[config.mk]
export PLATFORM = sky130hd
export DESIGN_NAME = lsu_top
export DESIGN_NICKNAME = d
export VERILOG_FILES = /design/src/verilog/lsu_pkg.sv /design/src/verilog/lsu_top.sv /design/src/verilog/wb_mem_master.sv /design/src/verilog/load_align.sv /design/src/verilog/store_align.sv
export VERILOG_INCLUDE_DIRS = /design/src /design/src/verilog
export SDC_FILE = /design/constraint.sdc
export NUM_CORES = 1
export LEC_CHECK = 0
export ABC_AREA = 1
export BUFFER_PORTS_ARGS = -buffer_cell sky130_fd_sc_hd__buf_2
export CORE_ASPECT_RATIO = 1.2
export CORE_MARGIN = 8
export CORE_UTILIZATION = 46
export CTS_CLUSTER_SIZE = 12
export DETAILED_ROUTE_END_ITERATION = 7
export GPL_ROUTABILITY_DRIVEN = 0
export GPL_TIMING_DRIVEN = 1
export PLACE_DENSITY_LB_ADDON = 0.2
export REMOVE_ABC_BUFFERS = 1
export SYNTH_ARGS = -nofsm -noshare
export SYNTH_HDL_FRONTEND = slang
export SYNTH_SLANG_ARGS = --single-unit
[constraint.sdc]
create_clock -name clk -period 3.6 [get_ports clk]
set_clock_uncertainty 0.1 [all_clocks]
set_input_delay 0.36 -clock clk [delete_from_list [all_inputs] [get_ports clk]]
set_output_delay 0.36 -clock clk [all_outputs]
set_load 0.005 [all_outputs]
[src/verilog/lsu_params.svh]
`ifndef LSU_PARAMS_SVH
`define LSU_PARAMS_SVH

// Bus widths
`define LSU_DATA_W 32
`define LSU_ADDR_W 32

// One select bit per byte lane
`define LSU_SEL_W 4

// Access size codes on cmd_size
`define LSU_SIZE_BYTE 2'd0
`define LSU_SIZE_HALF 2'd1
`define LSU_SIZE_WORD 2'd2

// Code 3 is unused and gives no selects

`endif
[src/verilog/lsu_pkg.sv]
`include "lsu_params.svh"

package lsu_pkg;

    // Data word on the bus and on the command side
    typedef logic [`LSU_DATA_W-1:0] word_t;

    // Byte address
    typedef logic [`LSU_ADDR_W-1:0] addr_t;

    // Wishbone byte selects
    typedef logic [`LSU_SEL_W-1:0] sel_t;

    // Byte position inside a word
    typedef logic [$clog2(`LSU_SEL_W)-1:0] offset_t;

    // Access size code
    typedef logic [1:0] size_t;

endpackage

[src/verilog/lsu_top.sv]
`timescale 1ns/1ps

module lsu_top (
    input  logic           clk,
    input  logic           reset,
    // Command side
    input  logic           cmd_valid,
    input  logic           cmd_we,
    input  lsu_pkg::size_t cmd_size,
    input  logic           cmd_unsigned,
    input  lsu_pkg::addr_t cmd_addr,
    input  lsu_pkg::word_t cmd_wdata,
    output logic           busy,
    output logic           done,
    output lsu_pkg::word_t rdata,
    // Wishbone classic master
    output logic           wb_cyc,
    output logic           wb_stb,
    output logic           wb_we,
    output lsu_pkg::addr_t wb_adr,
    output lsu_pkg::sel_t  wb_sel,
    output lsu_pkg::word_t wb_dat_o,
    input  lsu_pkg::word_t wb_dat_i,
    input  logic           wb_ack
);

lsu_pkg::sel_t    lane_sel;
lsu_pkg::word_t   lane_data;
lsu_pkg::word_t   held_word;
lsu_pkg::offset_t held_offset;
lsu_pkg::size_t   held_size;
logic             held_unsigned;

////////////////////////////////////////
// Store side, on the live command
////////////////////////////////////////

store_align store_align_i (
    .size      ( cmd_size       ),
    .offset    ( cmd_addr[1:0]  ),
    .wdata     ( cmd_wdata      ),
    .sel       ( lane_sel       ),
    .lane_data ( lane_data      )
);

wb_mem_master wb_mem_master_i (
    .clk           ( clk           ),
    .reset         ( reset         ),
    .cmd_valid     ( cmd_valid     ),
    .cmd_we        ( cmd_we        ),
    .cmd_addr      ( cmd_addr      ),
    .cmd_size      ( cmd_size      ),
    .cmd_unsigned  ( cmd_unsigned  ),
    .lane_sel      ( lane_sel      ),
    .lane_data     ( lane_data     ),
    .busy          ( busy          ),
    .done          ( done          ),
    .wb_cyc        ( wb_cyc        ),
    .wb_stb        ( wb_stb        ),
    .wb_we         ( wb_we         ),
    .wb_adr        ( wb_adr        ),
    .wb_sel        ( wb_sel        ),
    .wb_dat_o      ( wb_dat_o      ),
    .wb_dat_i      ( wb_dat_i      ),
    .wb_ack        ( wb_ack        ),
    .held_word     ( held_word     ),
    .held_offset   ( held_offset   ),
    .held_size     ( held_size     ),
    .held_unsigned ( held_unsigned )
);

// Load result from the held access
load_align load_align_i (
    .word        ( held_word     ),
    .offset      ( held_offset   ),
    .size        ( held_size     ),
    .is_unsigned ( held_unsigned ),
    .result      ( rdata         )
);

endmodule

[src/verilog/wb_mem_master.sv]
`timescale 1ns/1ps

`include "lsu_params.svh"

module wb_mem_master (
    input  logic             clk,
    input  logic             reset,
    // Command side
    input  logic             cmd_valid,
    input  logic             cmd_we,
    input  lsu_pkg::addr_t   cmd_addr,
    input  lsu_pkg::size_t   cmd_size,
    input  logic             cmd_unsigned,
    input  lsu_pkg::sel_t    lane_sel,
    input  lsu_pkg::word_t   lane_data,
    output logic             busy,
    output logic             done,
    // Wishbone classic master
    output logic             wb_cyc,
    output logic             wb_stb,
    output logic             wb_we,
    output lsu_pkg::addr_t   wb_adr,
    output lsu_pkg::sel_t    wb_sel,
    output lsu_pkg::word_t   wb_dat_o,
    input  lsu_pkg::word_t   wb_dat_i,
    input  logic             wb_ack,
    // Access held for the load aligner
    output lsu_pkg::word_t   held_word,
    output lsu_pkg::offset_t held_offset,
    output lsu_pkg::size_t   held_size,
    output logic             held_unsigned
);

typedef enum logic [1:0] {IDLE, BUS, DONE} wb_state_t;

wb_state_t      state;
logic           accept;
logic           we_q;
lsu_pkg::addr_t adr_q;
lsu_pkg::sel_t  sel_q;
lsu_pkg::word_t dat_q;

assign accept = (state == IDLE) && cmd_valid;

////////////////////////////////////////
// Access FSM
////////////////////////////////////////

always_ff @(posedge clk) begin
    if (reset) begin
        state <= IDLE;
    end else begin
        case (state)
        IDLE: begin
            if (cmd_valid) state <= BUS;
        end
        // Wait states from the slave stretch this state
        BUS: begin
            if (wb_ack) state <= DONE;
        end
        default: state <= IDLE;
        endcase
    end
end

// Command capture and read data on ack
always_ff @(posedge clk) begin
    if (accept) begin
        we_q          <= cmd_we;
        adr_q         <= cmd_addr;
        sel_q         <= lane_sel;
        dat_q         <= lane_data;
        held_size     <= cmd_size;
        held_unsigned <= cmd_unsigned;
    end
    if (state == BUS && wb_ack && !we_q) begin
        held_word <= wb_dat_i;
    end
end

assign busy = (state != IDLE);
assign done = (state == DONE);

assign wb_cyc   = (state == BUS);
assign wb_stb   = (state == BUS);
assign wb_we    = (state == BUS) && we_q;
assign wb_adr   = {adr_q[`LSU_ADDR_W-1:2], 2'b00};
assign wb_sel   = sel_q;
assign wb_dat_o = dat_q;

assign held_offset = adr_q[1:0];

////////////////////////////////////////
// Checks
////////////////////////////////////////

// Driver must wait for done before the next command
a_no_cmd_while_busy: assert property (@(posedge clk) disable iff (reset)
    busy |-> !cmd_valid);

a_half_aligned: assert property (@(posedge clk) disable iff (reset)
    accept && cmd_size == `LSU_SIZE_HALF |-> !cmd_addr[0]);

a_word_aligned: assert property (@(posedge clk) disable iff (reset)
    accept && cmd_size == `LSU_SIZE_WORD |-> cmd_addr[1:0] == 2'b00);

// Master holds the request through wait states
a_bus_stable: assert property (@(posedge clk) disable iff (reset)
    wb_stb && !wb_ack |=> $stable({wb_cyc, wb_stb, wb_we, wb_adr, wb_sel, wb_dat_o}));

endmodule

[src/verilog/load_align.sv]
`timescale 1ns/1ps

`include "lsu_params.svh"

module load_align (
    input  lsu_pkg::word_t   word,
    input  lsu_pkg::offset_t offset,
    input  lsu_pkg::size_t   size,
    input  logic             is_unsigned,
    output lsu_pkg::word_t   result
);

// Addressed lane moved down to bit 0
lsu_pkg::word_t shifted;

logic [7:0]  byte_val;
logic [15:0] half_val;
logic        byte_sign;
logic        half_sign;

assign shifted = word >> {offset, 3'b000};

assign byte_val = shifted[7:0];
assign half_val = shifted[15:0];

// Zero fill for the unsigned loads
assign byte_sign = byte_val[7] & ~is_unsigned;
assign half_sign = half_val[15] & ~is_unsigned;

////////////////////////////////////////
// Result select
////////////////////////////////////////

always_comb begin
    case (size)
    `LSU_SIZE_BYTE: begin
        result = {{(`LSU_DATA_W-8){byte_sign}}, byte_val};
    end
    `LSU_SIZE_HALF: begin
        result = {{(`LSU_DATA_W-16){half_sign}}, half_val};
    end
    default: begin
        // Whole word as returned
        result = word;
    end
    endcase
end

endmodule

[src/verilog/store_align.sv]
`timescale 1ns/1ps

`include "lsu_params.svh"

module store_align (
    input  lsu_pkg::size_t   size,
    input  lsu_pkg::offset_t offset,
    input  lsu_pkg::word_t   wdata,
    output lsu_pkg::sel_t    sel,
    output lsu_pkg::word_t   lane_data
);

////////////////////////////////////////
// Byte selects
////////////////////////////////////////

always_comb begin
    case (size)
    `LSU_SIZE_BYTE: sel = lsu_pkg::sel_t'(1'b1) << offset;
    // Lower or upper lane pair, offset 0 or 2
    `LSU_SIZE_HALF: sel = lsu_pkg::sel_t'(2'b11) << {offset[1], 1'b0};
    `LSU_SIZE_WORD: sel = '1;
    default:        sel = '0;
    endcase
end

////////////////////////////////////////
// Store data lanes
////////////////////////////////////////

// Replicated so the slave finds the value on whichever lane is selected
always_comb begin
    case (size)
    `LSU_SIZE_BYTE: begin
        lane_data = {4{wdata[7:0]}};
    end
    `LSU_SIZE_HALF: begin
        lane_data = {2{wdata[15:0]}};
    end
    default: begin
        lane_data = wdata;
    end
    endcase
end

endmodule

==> results.md, run 1 <==
* Slew @ Worst Pin at 0.872 ns
* Type of the most critical hold path: primary input to flip-flop
* Post-synth EDFFs at 104
* CTS max path bufs at 2
* Crit Path Class: flip-flop to output pin
* Row cnt at 39
* Initial antenna violation count at 0
* Share of cells above drive strength 1 at 39.7%
* Full die area at 13,100 um2
* GRT Residual Overflow at 0
* PostCTS Resize Cnt at 0
* Tot Pwr at 2740 uW
* Setup Viol. Count Final at 0
* Synth area leader: edfxtp_1
* Router iterations before antenna repair at 5
* Dpl cell area at 5530 um2
* TritonCTS Buffers at 9
* Asr flop ratio synth at 0%
* Fillers at 811
* Routed vias/inst at 4.97
* Synthesized flop and latch total at 106
* Cells after Synth at 390
* Tcrit/Tclk final at 84.2%
* Post-CTS Setup Inserts at 0
* Sequential area share after synthesis at 71.2%
* Drt drc at 0
* Clk pwr share at 35.0%
* Syn Std Cell Area at 4440 um2
* RSZ-0062 raised after global routing: no
* H-tree Lvls at 3
* Switching power at 681 uW
* Max-slew headroom at 41.9%
* CTS Hold Bufs at 0
* CP startpoint kind: flip-flop
* Final Max Slew Viols at 0
* Setup TNS at 0 ns
* Fin. Hold Viols at 0
* CP arrival at 2.57 ns
* Count leader, synth: nand2_1
* CTS tree: built
* IO buf count at 206
* Comb pwr share at 11.4%
* Seq pwr share at 53.6%
* Clock-pin slew of the registers on the worst-case setup and hold paths at 0.08 ns
* Largest net degree at the start of global routing at 73
* Die Width at 106 um
* Mean Syn Cell Area at 11.4 um2
* Yosys warning count at 0
* Core box area at 9470 um2
* WP data required at 3.14 ns
* DR vias at 3,579
* Count of different cell masters after synthesis at 24
* Leak at 0.00268 uW
* Area grow syn2layout at 31.2%
* Num ports at 209
* Status: completed
* Die Y-Extent at 124 um
* Int Power at 2060 uW
* ANT cells at 0
* Clock Latency Late Sink at 0.34 ns
* Post-synth top area share at 70.3%
* Period minus WS final at 3.03 ns
* Nets at 696
* Fraction of power spent switching nets at 24.8%
* Max_cap viols at 0
* Initial DRC Count at 184
* Pwr dens at 471 nW/um2
* All-layer global routing usage at 18.1%
* Fin area at 5830 um2
* Area contributors post-synth: edfxtp_1 70%, nand2_1 11%, nand3_1 4.2%
* Synth cell count leaders: 128 x nand2_1, 104 x edfxtp_1, 37 x nand3_1, 37 x o21ai_0, 23 x nor2_1
* Peak VDD IR at 282 uV
* Crit path max fanout at 27
* Dominant synthesized flop cell: edfxtp_1
* WL/cell at 16.8 um
* First-pass GRT wire length at 18.6 mm
* Root Buffer: clkbuf_16
* CTS Sinks at 106
* CP endpoint kind: output pin
* Routed WL at 12.1 mm
* Vias in the first global route at 3,776
* Starting Density at 46.9%
* Fmax at 0.330 GHz
* Final HPWL DP at 9.03 mm
* Post-route ant nets at 0
[layer usage]
layer | track usage (%) | vias up | wire (um)
li1 | - | 1734 | -
met1 | 18.2 | 1639 | 4240
met2 | 31.6 | 187 | 6130
met3 | 8.59 | 19 | 1470
met4 | 7.67 | 0 | 246
met5 | 0 | - | 0
[worst paths after layout]
check,start,end,slack (ns),cells past startpoint
max,wb_mem_master_i.held_size[1]$_DFFE_PP_,rdata[1],0.57,5
min,cmd_addr[19],wb_mem_master_i.adr_q[19]$_DFFE_PP_,0.09,1
max reg2reg,wb_mem_master_i.state[1]$_SDFFE_PP0P_,wb_mem_master_i.held_size[1]$_DFFE_PP_,1.82,4
min reg2reg,wb_mem_master_i.state[1]$_SDFFE_PP0P_,wb_mem_master_i.state[0]$_SDFFE_PP0P_,0.49,3
[flip-flops by register name (all words and copies together), names as in the netlist]
name,cells
wb_mem_master_i.state,2
wb_mem_master_i.we_q,1
wb_mem_master_i.wb_dat_o,32
wb_mem_master_i.held_unsigned,1
wb_mem_master_i.held_word,32
wb_mem_master_i.held_size,2
wb_mem_master_i.wb_sel,4
wb_mem_master_i.adr_q,32
[metrics by stage]
stage / hold slack, ns / setup slack (ns) / cells / utilization, %
floorplan: 0.329 / 0.129 / 373 / -
global placement: 0.433 / 1.09 / 704 / 58.4
detailed placement: 0.438 / 0.981 / 704 / 58.4
CTS: 0.0735 / 0.606 / 720 / 61.6
global route: 0.0641 / 0.282 / 720 / 61.6
finish: 0.0852 / 0.568 / 720 / 61.6
[layout by cell type (no fill, tap or decap)]
| cell | Yosys | routed |
|---|---|---|
| a21oi_1 | 1 | 1 |
| buf_2 | 4 | 206 |
| buf_4 | 5 | 2 |
| clkbuf_16 | 0 | 9 |
| clkinv_1 | 2 | 2 |
| clkinv_4 | 0 | 2 |
| clkinv_8 | 0 | 1 |
| clkinvlp_4 | 0 | 1 |
| conb_1 | 1 | 2 |
| dfxtp_1 | 2 | 2 |
| edfxtp_1 | 104 | 104 |
| inv_1 | 19 | 18 |
| inv_2 | 2 | 3 |
| inv_6 | 0 | 1 |
| inv_8 | 0 | 2 |
| nand2_1 | 128 | 128 |
| nand2_2 | 3 | 3 |
| nand3_1 | 37 | 37 |
| nand3_2 | 1 | 1 |
| nand3_4 | 2 | 2 |
| nor2_1 | 23 | 23 |
| nor2_2 | 1 | 1 |
| nor2_4 | 1 | 1 |
| nor3_1 | 2 | 1 |
| nor3_2 | 0 | 1 |
| o21ai_0 | 37 | 37 |
| o21ai_1 | 1 | 1 |
| o22ai_1 | 4 | 4 |
| or2_2 | 1 | 1 |
[kinds of logic (layout without fill, tap and decap cells)]
kind of cell	count (synthesis)	count (layout)	share of synthesized area [%]
AOI/OAI and AO/OA	43	43	4.95
and+or+nand+nor	199	199	19.1
DFF	106	106	71.2
other	1	2	0.0844
buffers and inverters	41	247	4.67
[critical path: stages (launching register included)]
cell	delay, ns
edfxtp_1	0.92
clkinv_1	0.50
o21ai_1	0.47
nand2_1	0.12
nand2_1	0.11
buf_2	0.11
[area by class of cell]
class	count	area, um2	share of cell area [%]
Tap cell	123	154	2.64
Clock buffer	9	225	3.86
Multi-Input combinational cell	244	1080	18.6
Sequential cell	106	3160	54.3
Timing Repair Buffer	208	1050	17.9
Clock inverter	7	72.6	1.24
Inverter	23	86.3	1.48
[power by group through the flow]
| stage | sequential, uW | combinational, uW | clock, uW |
|---|---|---|---|
| after floorplan | 1510 | 119 | 0 |
| after global placement | 1500 | 309 | 0 |
| after global routing | 1480 | 352 | 1030 |
| after detailed placement | 1500 | 317 | 0 |
| final | 1470 | 313 | 961 |
| after CTS | 1470 | 318 | 980 |
Note: power is estimated with default switching activity, not from simulation.
==> run 2, diff against run 1 <==
==> constraint.sdc (replaced) <==
create_clock -name clk -period 3.05 [get_ports clk]
set_clock_uncertainty 0.1 [all_clocks]
set_input_delay 0.305 -clock clk [delete_from_list [all_inputs] [get_ports clk]]
set_output_delay 0.305 -clock clk [all_outputs]
set_load 0.005 [all_outputs]
==> results.md, run 2 (same netlist as run 1, synthesis figures left out) <==
* CTS Hold Bufs at 0
* Max_cap viols at 0
* Setup TNS at 0 ns
* CP endpoint kind: output pin
* Worst r2r dst: wb_mem_master_i.adr_q[21]$_DFFE_PP_
* DR top layer: met4
* Leak at 0.00269 uW
* Slew @ Worst Pin at 0.906 ns
* Worst r2r src: wb_mem_master_i.state[1]$_SDFFE_PP0P_
* Initial antenna violation count at 1
* Router iterations before antenna repair at 5
* IO buf count at 206
* Core box area at 9470 um2
* WP depth at 7
* CP arrival at 2.32 ns
* Row cnt at 39
* First-pass GRT wire length at 18.3 mm
* Met2 routed WL at 6.02 mm
* Post-route ant nets at 0
* Crit Path Class: flip-flop to output pin
* RSZ-0062 raised after global routing: no
* Routed WL at 12.1 mm
* All-layer global routing usage at 17.9%
* CTS tree: built
* CTS max path bufs at 2
* Slowest cell on crit path: edfxtp_1
* Tot Pwr at 3300 uW
* Commonest cells after routing, fill and taps aside: 206 x buf_2, 128 x nand2_1, 104 x edfxtp_1
* Most common cell after layout, fill and taps aside: buf_2
* PostCTS Resize Cnt at 0
* Post-CTS Setup Inserts at 0
* Routed met3 length at 1.34 mm
* Die Width at 106 um
* Fin. Hold Viols at 0
* Fmax at 0.367 GHz
* Post-Layout Cell Count at 723
* Critical path origin: wb_mem_master_i.adr_q[0]$_DFFE_PP_
* GRT Residual Overflow at 0
* Peak VDD IR at 339 uV
* Worst path max stage delay at 0.82 ns
* M1 WL at 4.45 mm
* DR vias at 3,602
* Reg2reg path depth at 4
* Drt drc at 0
* Placed insts at 705
* R2R setup slack at 1.24 ns
* Area grow syn2layout at 31.7%
* Type of the most critical hold path: primary input to flip-flop
* CTS Sinks at 106
* Num ports at 209
* WL/cell at 16.7 um
* Hold Path Depth at 1
* TritonCTS Buffers at 9
* Root Buffer: clkbuf_16
* Delay-heaviest family, CP: flip-flops
* WP data required at 2.64 ns
* Share of cells above drive strength 1 at 39.8%
* Final HPWL DP at 9.01 mm
* Clock Latency Late Sink at 0.34 ns
* Max-slew headroom at 39.6%
* CP startpoint kind: flip-flop
* H-tree Lvls at 3
* Die Y-Extent at 124 um
* Crit path max fanout at 24
* Starting Density at 46.9%
* Min Hold Slack at 0.0347 ns
* Final Max Slew Viols at 0
* Crit path buffers/inverters at 2
* Clock-pin slew of the registers on the worst-case setup and hold paths at 0.08 ns
* Nets at 697
* Initial DRC Count at 235
* Status: completed
* Worst-path cell chain: inv_2 > nand2_1 > nand3_1 > nand2_2 > nand3_4 > nand3_1 > buf_2
* Worst path most repeated cell: nand3_1
* Routed vias/inst at 4.98
* Full die area at 13,100 um2
* Tcrit/Tclk final at 89.3%
* Pwr dens at 564 nW/um2
* Crit path to: rdata[14]
* Largest net degree at the start of global routing at 73
* Period minus WS final at 2.73 ns
* Vias in the first global route at 3,732
* Setup Viol. Count Final at 0
[run 2: where the power goes]
part           switching (uW)  internal (uW)  total (uW)
Sequential               36.0           1700        1740
Clock                     543            653        1200
Combinational             211            158         370
[run 2: area by class of cell]
class / count / area (um2)
sequential: 106 / 3160
fill: 787 / 3610
multi-input combinational: 244 / 1080
tap: 123 / 154
clock buffer: 9 / 225
inverter: 23 / 86.3
timing repair buffer: 209 / 1050
clock inverter: 7 / 83.8
antenna: 2 / 5.00
[run 2: worst min-delay path by stage]
stage                  from                                      end  slack, ns
2_1_floorplan         reset    wb_mem_master_i.state[0]$_SDFFE_PP0P_       0.27
3_3_place_gp          reset    wb_mem_master_i.state[0]$_SDFFE_PP0P_       0.38
3_5_place_dp    cmd_addr[7]       wb_mem_master_i.adr_q[7]$_DFFE_PP_       0.38
4_1_cts         cmd_addr[7]       wb_mem_master_i.adr_q[7]$_DFFE_PP_       0.02
5_1_grt        wb_dat_i[24]  wb_mem_master_i.held_word[24]$_DFFE_PP_       0.01
6_report        cmd_addr[7]       wb_mem_master_i.adr_q[7]$_DFFE_PP_       0.03
[run 2: metal layers]
metal	GRT usage (%)	vias up
met1	19.0	1637
met2	30.7	196
met3	8.02	23
li1	-	1746
met4	7.22	0
met5	0	-
[run 2: stage by stage]
stage | setup WS (ns) | cell area, um2 | utilization, %
after global placement | 0.856 | 5540 | 58.5
after CTS | 0.324 | 5850 | 61.8
after floorplan | -0.421 | 4330 | -
after detailed placement | 0.711 | 5540 | 58.5
final | 0.325 | 5850 | 61.8
after global routing | 0.135 | 5850 | 61.8
==> run 3, diff against run 2 <==
--- a/config.mk
+++ b/config.mk
@@ -6,7 +6,6 @@
 export SDC_FILE = /design/constraint.sdc
 export NUM_CORES = 1
 export LEC_CHECK = 0
-export ABC_AREA = 1
 export BUFFER_PORTS_ARGS = -buffer_cell sky130_fd_sc_hd__buf_2
 export CORE_ASPECT_RATIO = 1.2
 export CORE_MARGIN = 8
==> results.md, run 3 <==
* Die Width at 105 um
* Post-synthesis compound-gate area fraction at 9.75%
* Routed WL at 11.3 mm
* RSZ-0062 raised after global routing: no
* Routed vias/inst at 5.06
* TritonCTS Buffers at 9
* Fin area at 5810 um2
* CP arrival at 2.19 ns
* Router iterations before antenna repair at 6
* Largest net degree at the start of global routing at 73
* Vias in the first global route at 3,404
* PostCTS Resize Cnt at 0
* Area contributors post-synth: edfxtp_1 71%, mux2_2 5.7%, nand2_1 3.5%
* DR vias at 3,148
* Worst r2r dst: wb_mem_master_i.held_word[14]$_DFFE_PP_
* Worst r2r src: wb_mem_master_i.state[0]$_SDFFE_PP0P_
* CTS Sinks at 106
* Commonest cells after routing, fill and taps aside: 206 x buf_2, 104 x edfxtp_1, 41 x nand2_1
* Root Buffer: clkbuf_16
* Clock Latency Late Sink at 0.33 ns
* Largest family of logic cells by synthesized area: compound AO/OA/AOI/OAI gates
* Type of the most critical hold path: primary input to flip-flop
* Placed insts at 605
* Final HPWL DP at 8.78 mm
* Clock-pin slew of the registers on the worst-case setup and hold paths at 0.07 ns
* CTS max path bufs at 2
* Synth area leader: edfxtp_1
* Nets at 597
* GRT Residual Overflow at 0
* CTS Hold Bufs at 0
* Synth cell count leaders: 104 x edfxtp_1, 41 x nand2_1, 29 x o21ai_0
* Tcrit/Tclk final at 85.1%
* CP startpoint kind: flip-flop
* Drt drc at 0
* Setup Viol. Count Final at 0
* Most common cell after layout, fill and taps aside: buf_2
* Period minus WS final at 2.60 ns
* Leak at 0.00246 uW
* H-tree Lvls at 3
* Post-CTS Setup Inserts at 0
* CP endpoint kind: output pin
* Dpl cell area at 5530 um2
* Crit Path Class: flip-flop to output pin
* Syn Std Cell Area at 4370 um2
* Status: completed
* Count of different cell masters after synthesis at 36
* First-pass GRT wire length at 17.4 mm
* Full die area at 12,900 um2
* Row cnt at 39
* Post-synth EDFFs at 104
* Initial DRC Count at 103
* WP data required at 2.64 ns
* Crit path to: rdata[25]
* Peak VDD IR at 396 uV
* Post-synth top area share at 71.4%
* Count leader, synth: edfxtp_1
* Max_cap viols at 0
* Crit path max fanout at 16
* Core box area at 9370 um2
* Fin. Hold Viols at 0
* Pre-CTS setup slack at 0.842 ns
* Max-slew headroom at 51.4%
* CTS tree: built
* Pwr dens at 544 nW/um2
* Post-route ant nets at 0
* Min Hold Slack at 0.0366 ns
* Starting Density at 46.7%
* Mean Syn Cell Area at 15.2 um2
* Reg2reg path depth at 4
* Final WS setup at 0.453 ns
* Dominant synthesized flop cell: edfxtp_1
* Multiplexer share of the synthesized area at 9.50%
* Post-synthesis adder-cell area fraction at 0%
* Critical path origin: wb_mem_master_i.held_word[23]$_DFFE_PP_
* Post-Layout Cell Count at 622
* Fmax at 0.385 GHz
* Sequential area share after synthesis at 72.3%
* Cells after Synth at 287
* Slew @ Worst Pin at 0.726 ns
* Die Y-Extent at 123 um
* Xor/xnor share of the synthesized area at 0%
* Asr flop ratio synth at 0%
* Num ports at 209
* WL/cell at 18.2 um
* Area grow syn2layout at 32.8%
* All-layer global routing usage at 17.2%
* Initial antenna violation count at 1
* R2R setup slack at 1.38 ns
* Yosys warning count at 0
* Post-synthesis simple-gate area fraction at 5.52%
* Synthesized flop and latch total at 106
* IO buf count at 206
* Final Max Slew Viols at 0
* Share of cells above drive strength 1 at 51.6%
run 3: area by class of cell:
cell class,instances,area (um2)
clock inverters,7,53.8
flip-flops and latches,106,3160
inverters,6,22.5
well taps,123,154
clock buffers,9,225
repair buffers,212,1090
multi-input cells,158,1100
fillers,770,3560
diodes,1,2.50
run 3: through the flow:
step | utilization (%) | TNS, ns | total power, uW
final | 62.0 | 0 | 3160
after global routing | 62.0 | 0 | 3290
after CTS | 62.0 | 0 | 3210
after detailed placement | 59.0 | 0 | 2140
after global placement | 59.0 | 0 | 2130
after floorplan | - | -85.59 | 1910
run 3: cells by family (layout without fill, tap and decap cells):
logic type | count (synthesis) | count (layout)
AO/OA/AOI/OAI | 63 | 63
flip-flops | 106 | 106
buffers and inverters | 24 | 234
AND/OR/NAND/NOR | 56 | 56
multiplexers | 37 | 37
other | 1 | 3
run 3: how the worst min path moves through the flow:
stage,slack (ns),cells past startpoint,endpoint,from
6_report,0.04,2,wb_mem_master_i.state[1]$_SDFFE_PP0P_,reset
5_1_grt,0.02,1,wb_mem_master_i.held_unsigned$_DFFE_PP_,cmd_unsigned
3_3_place_gp,0.34,1,wb_mem_master_i.state[0]$_SDFFE_PP0P_,wb_mem_master_i.state[1]$_SDFFE_PP0P_
2_1_floorplan,0.28,1,wb_mem_master_i.state[1]$_SDFFE_PP0P_,reset
4_1_cts,0.02,1,wb_mem_master_i.adr_q[16]$_DFFE_PP_,cmd_addr[16]
3_5_place_dp,0.36,1,wb_mem_master_i.state[0]$_SDFFE_PP0P_,wb_mem_master_i.state[1]$_SDFFE_PP0P_
run 3: power by group:
group          switching (uW)  internal [uW]
sequential               24.5           1700
clock                     502            558
combinational             205            178
run 3: metal layers:
| layer | global-route usage (%) | vias up | share of wire, % |
|---|---|---|---|
| li1 | - | 1501 | - |
| met1 | 17.6 | 1482 | 35 |
| met2 | 29.9 | 150 | 52 |
| met3 | 8.35 | 15 | 11 |
| met4 | 6.79 | 0 | 1.7 |
| met5 | 0 | - | 0 |
run 3: worst max-delay path, stage by stage (launching register included):
cell and delay [ns]:
edfxtp_1 0.46, mux4_2 0.56, o211ai_2 0.50, o21ai_0 0.17, buf_2 0.17
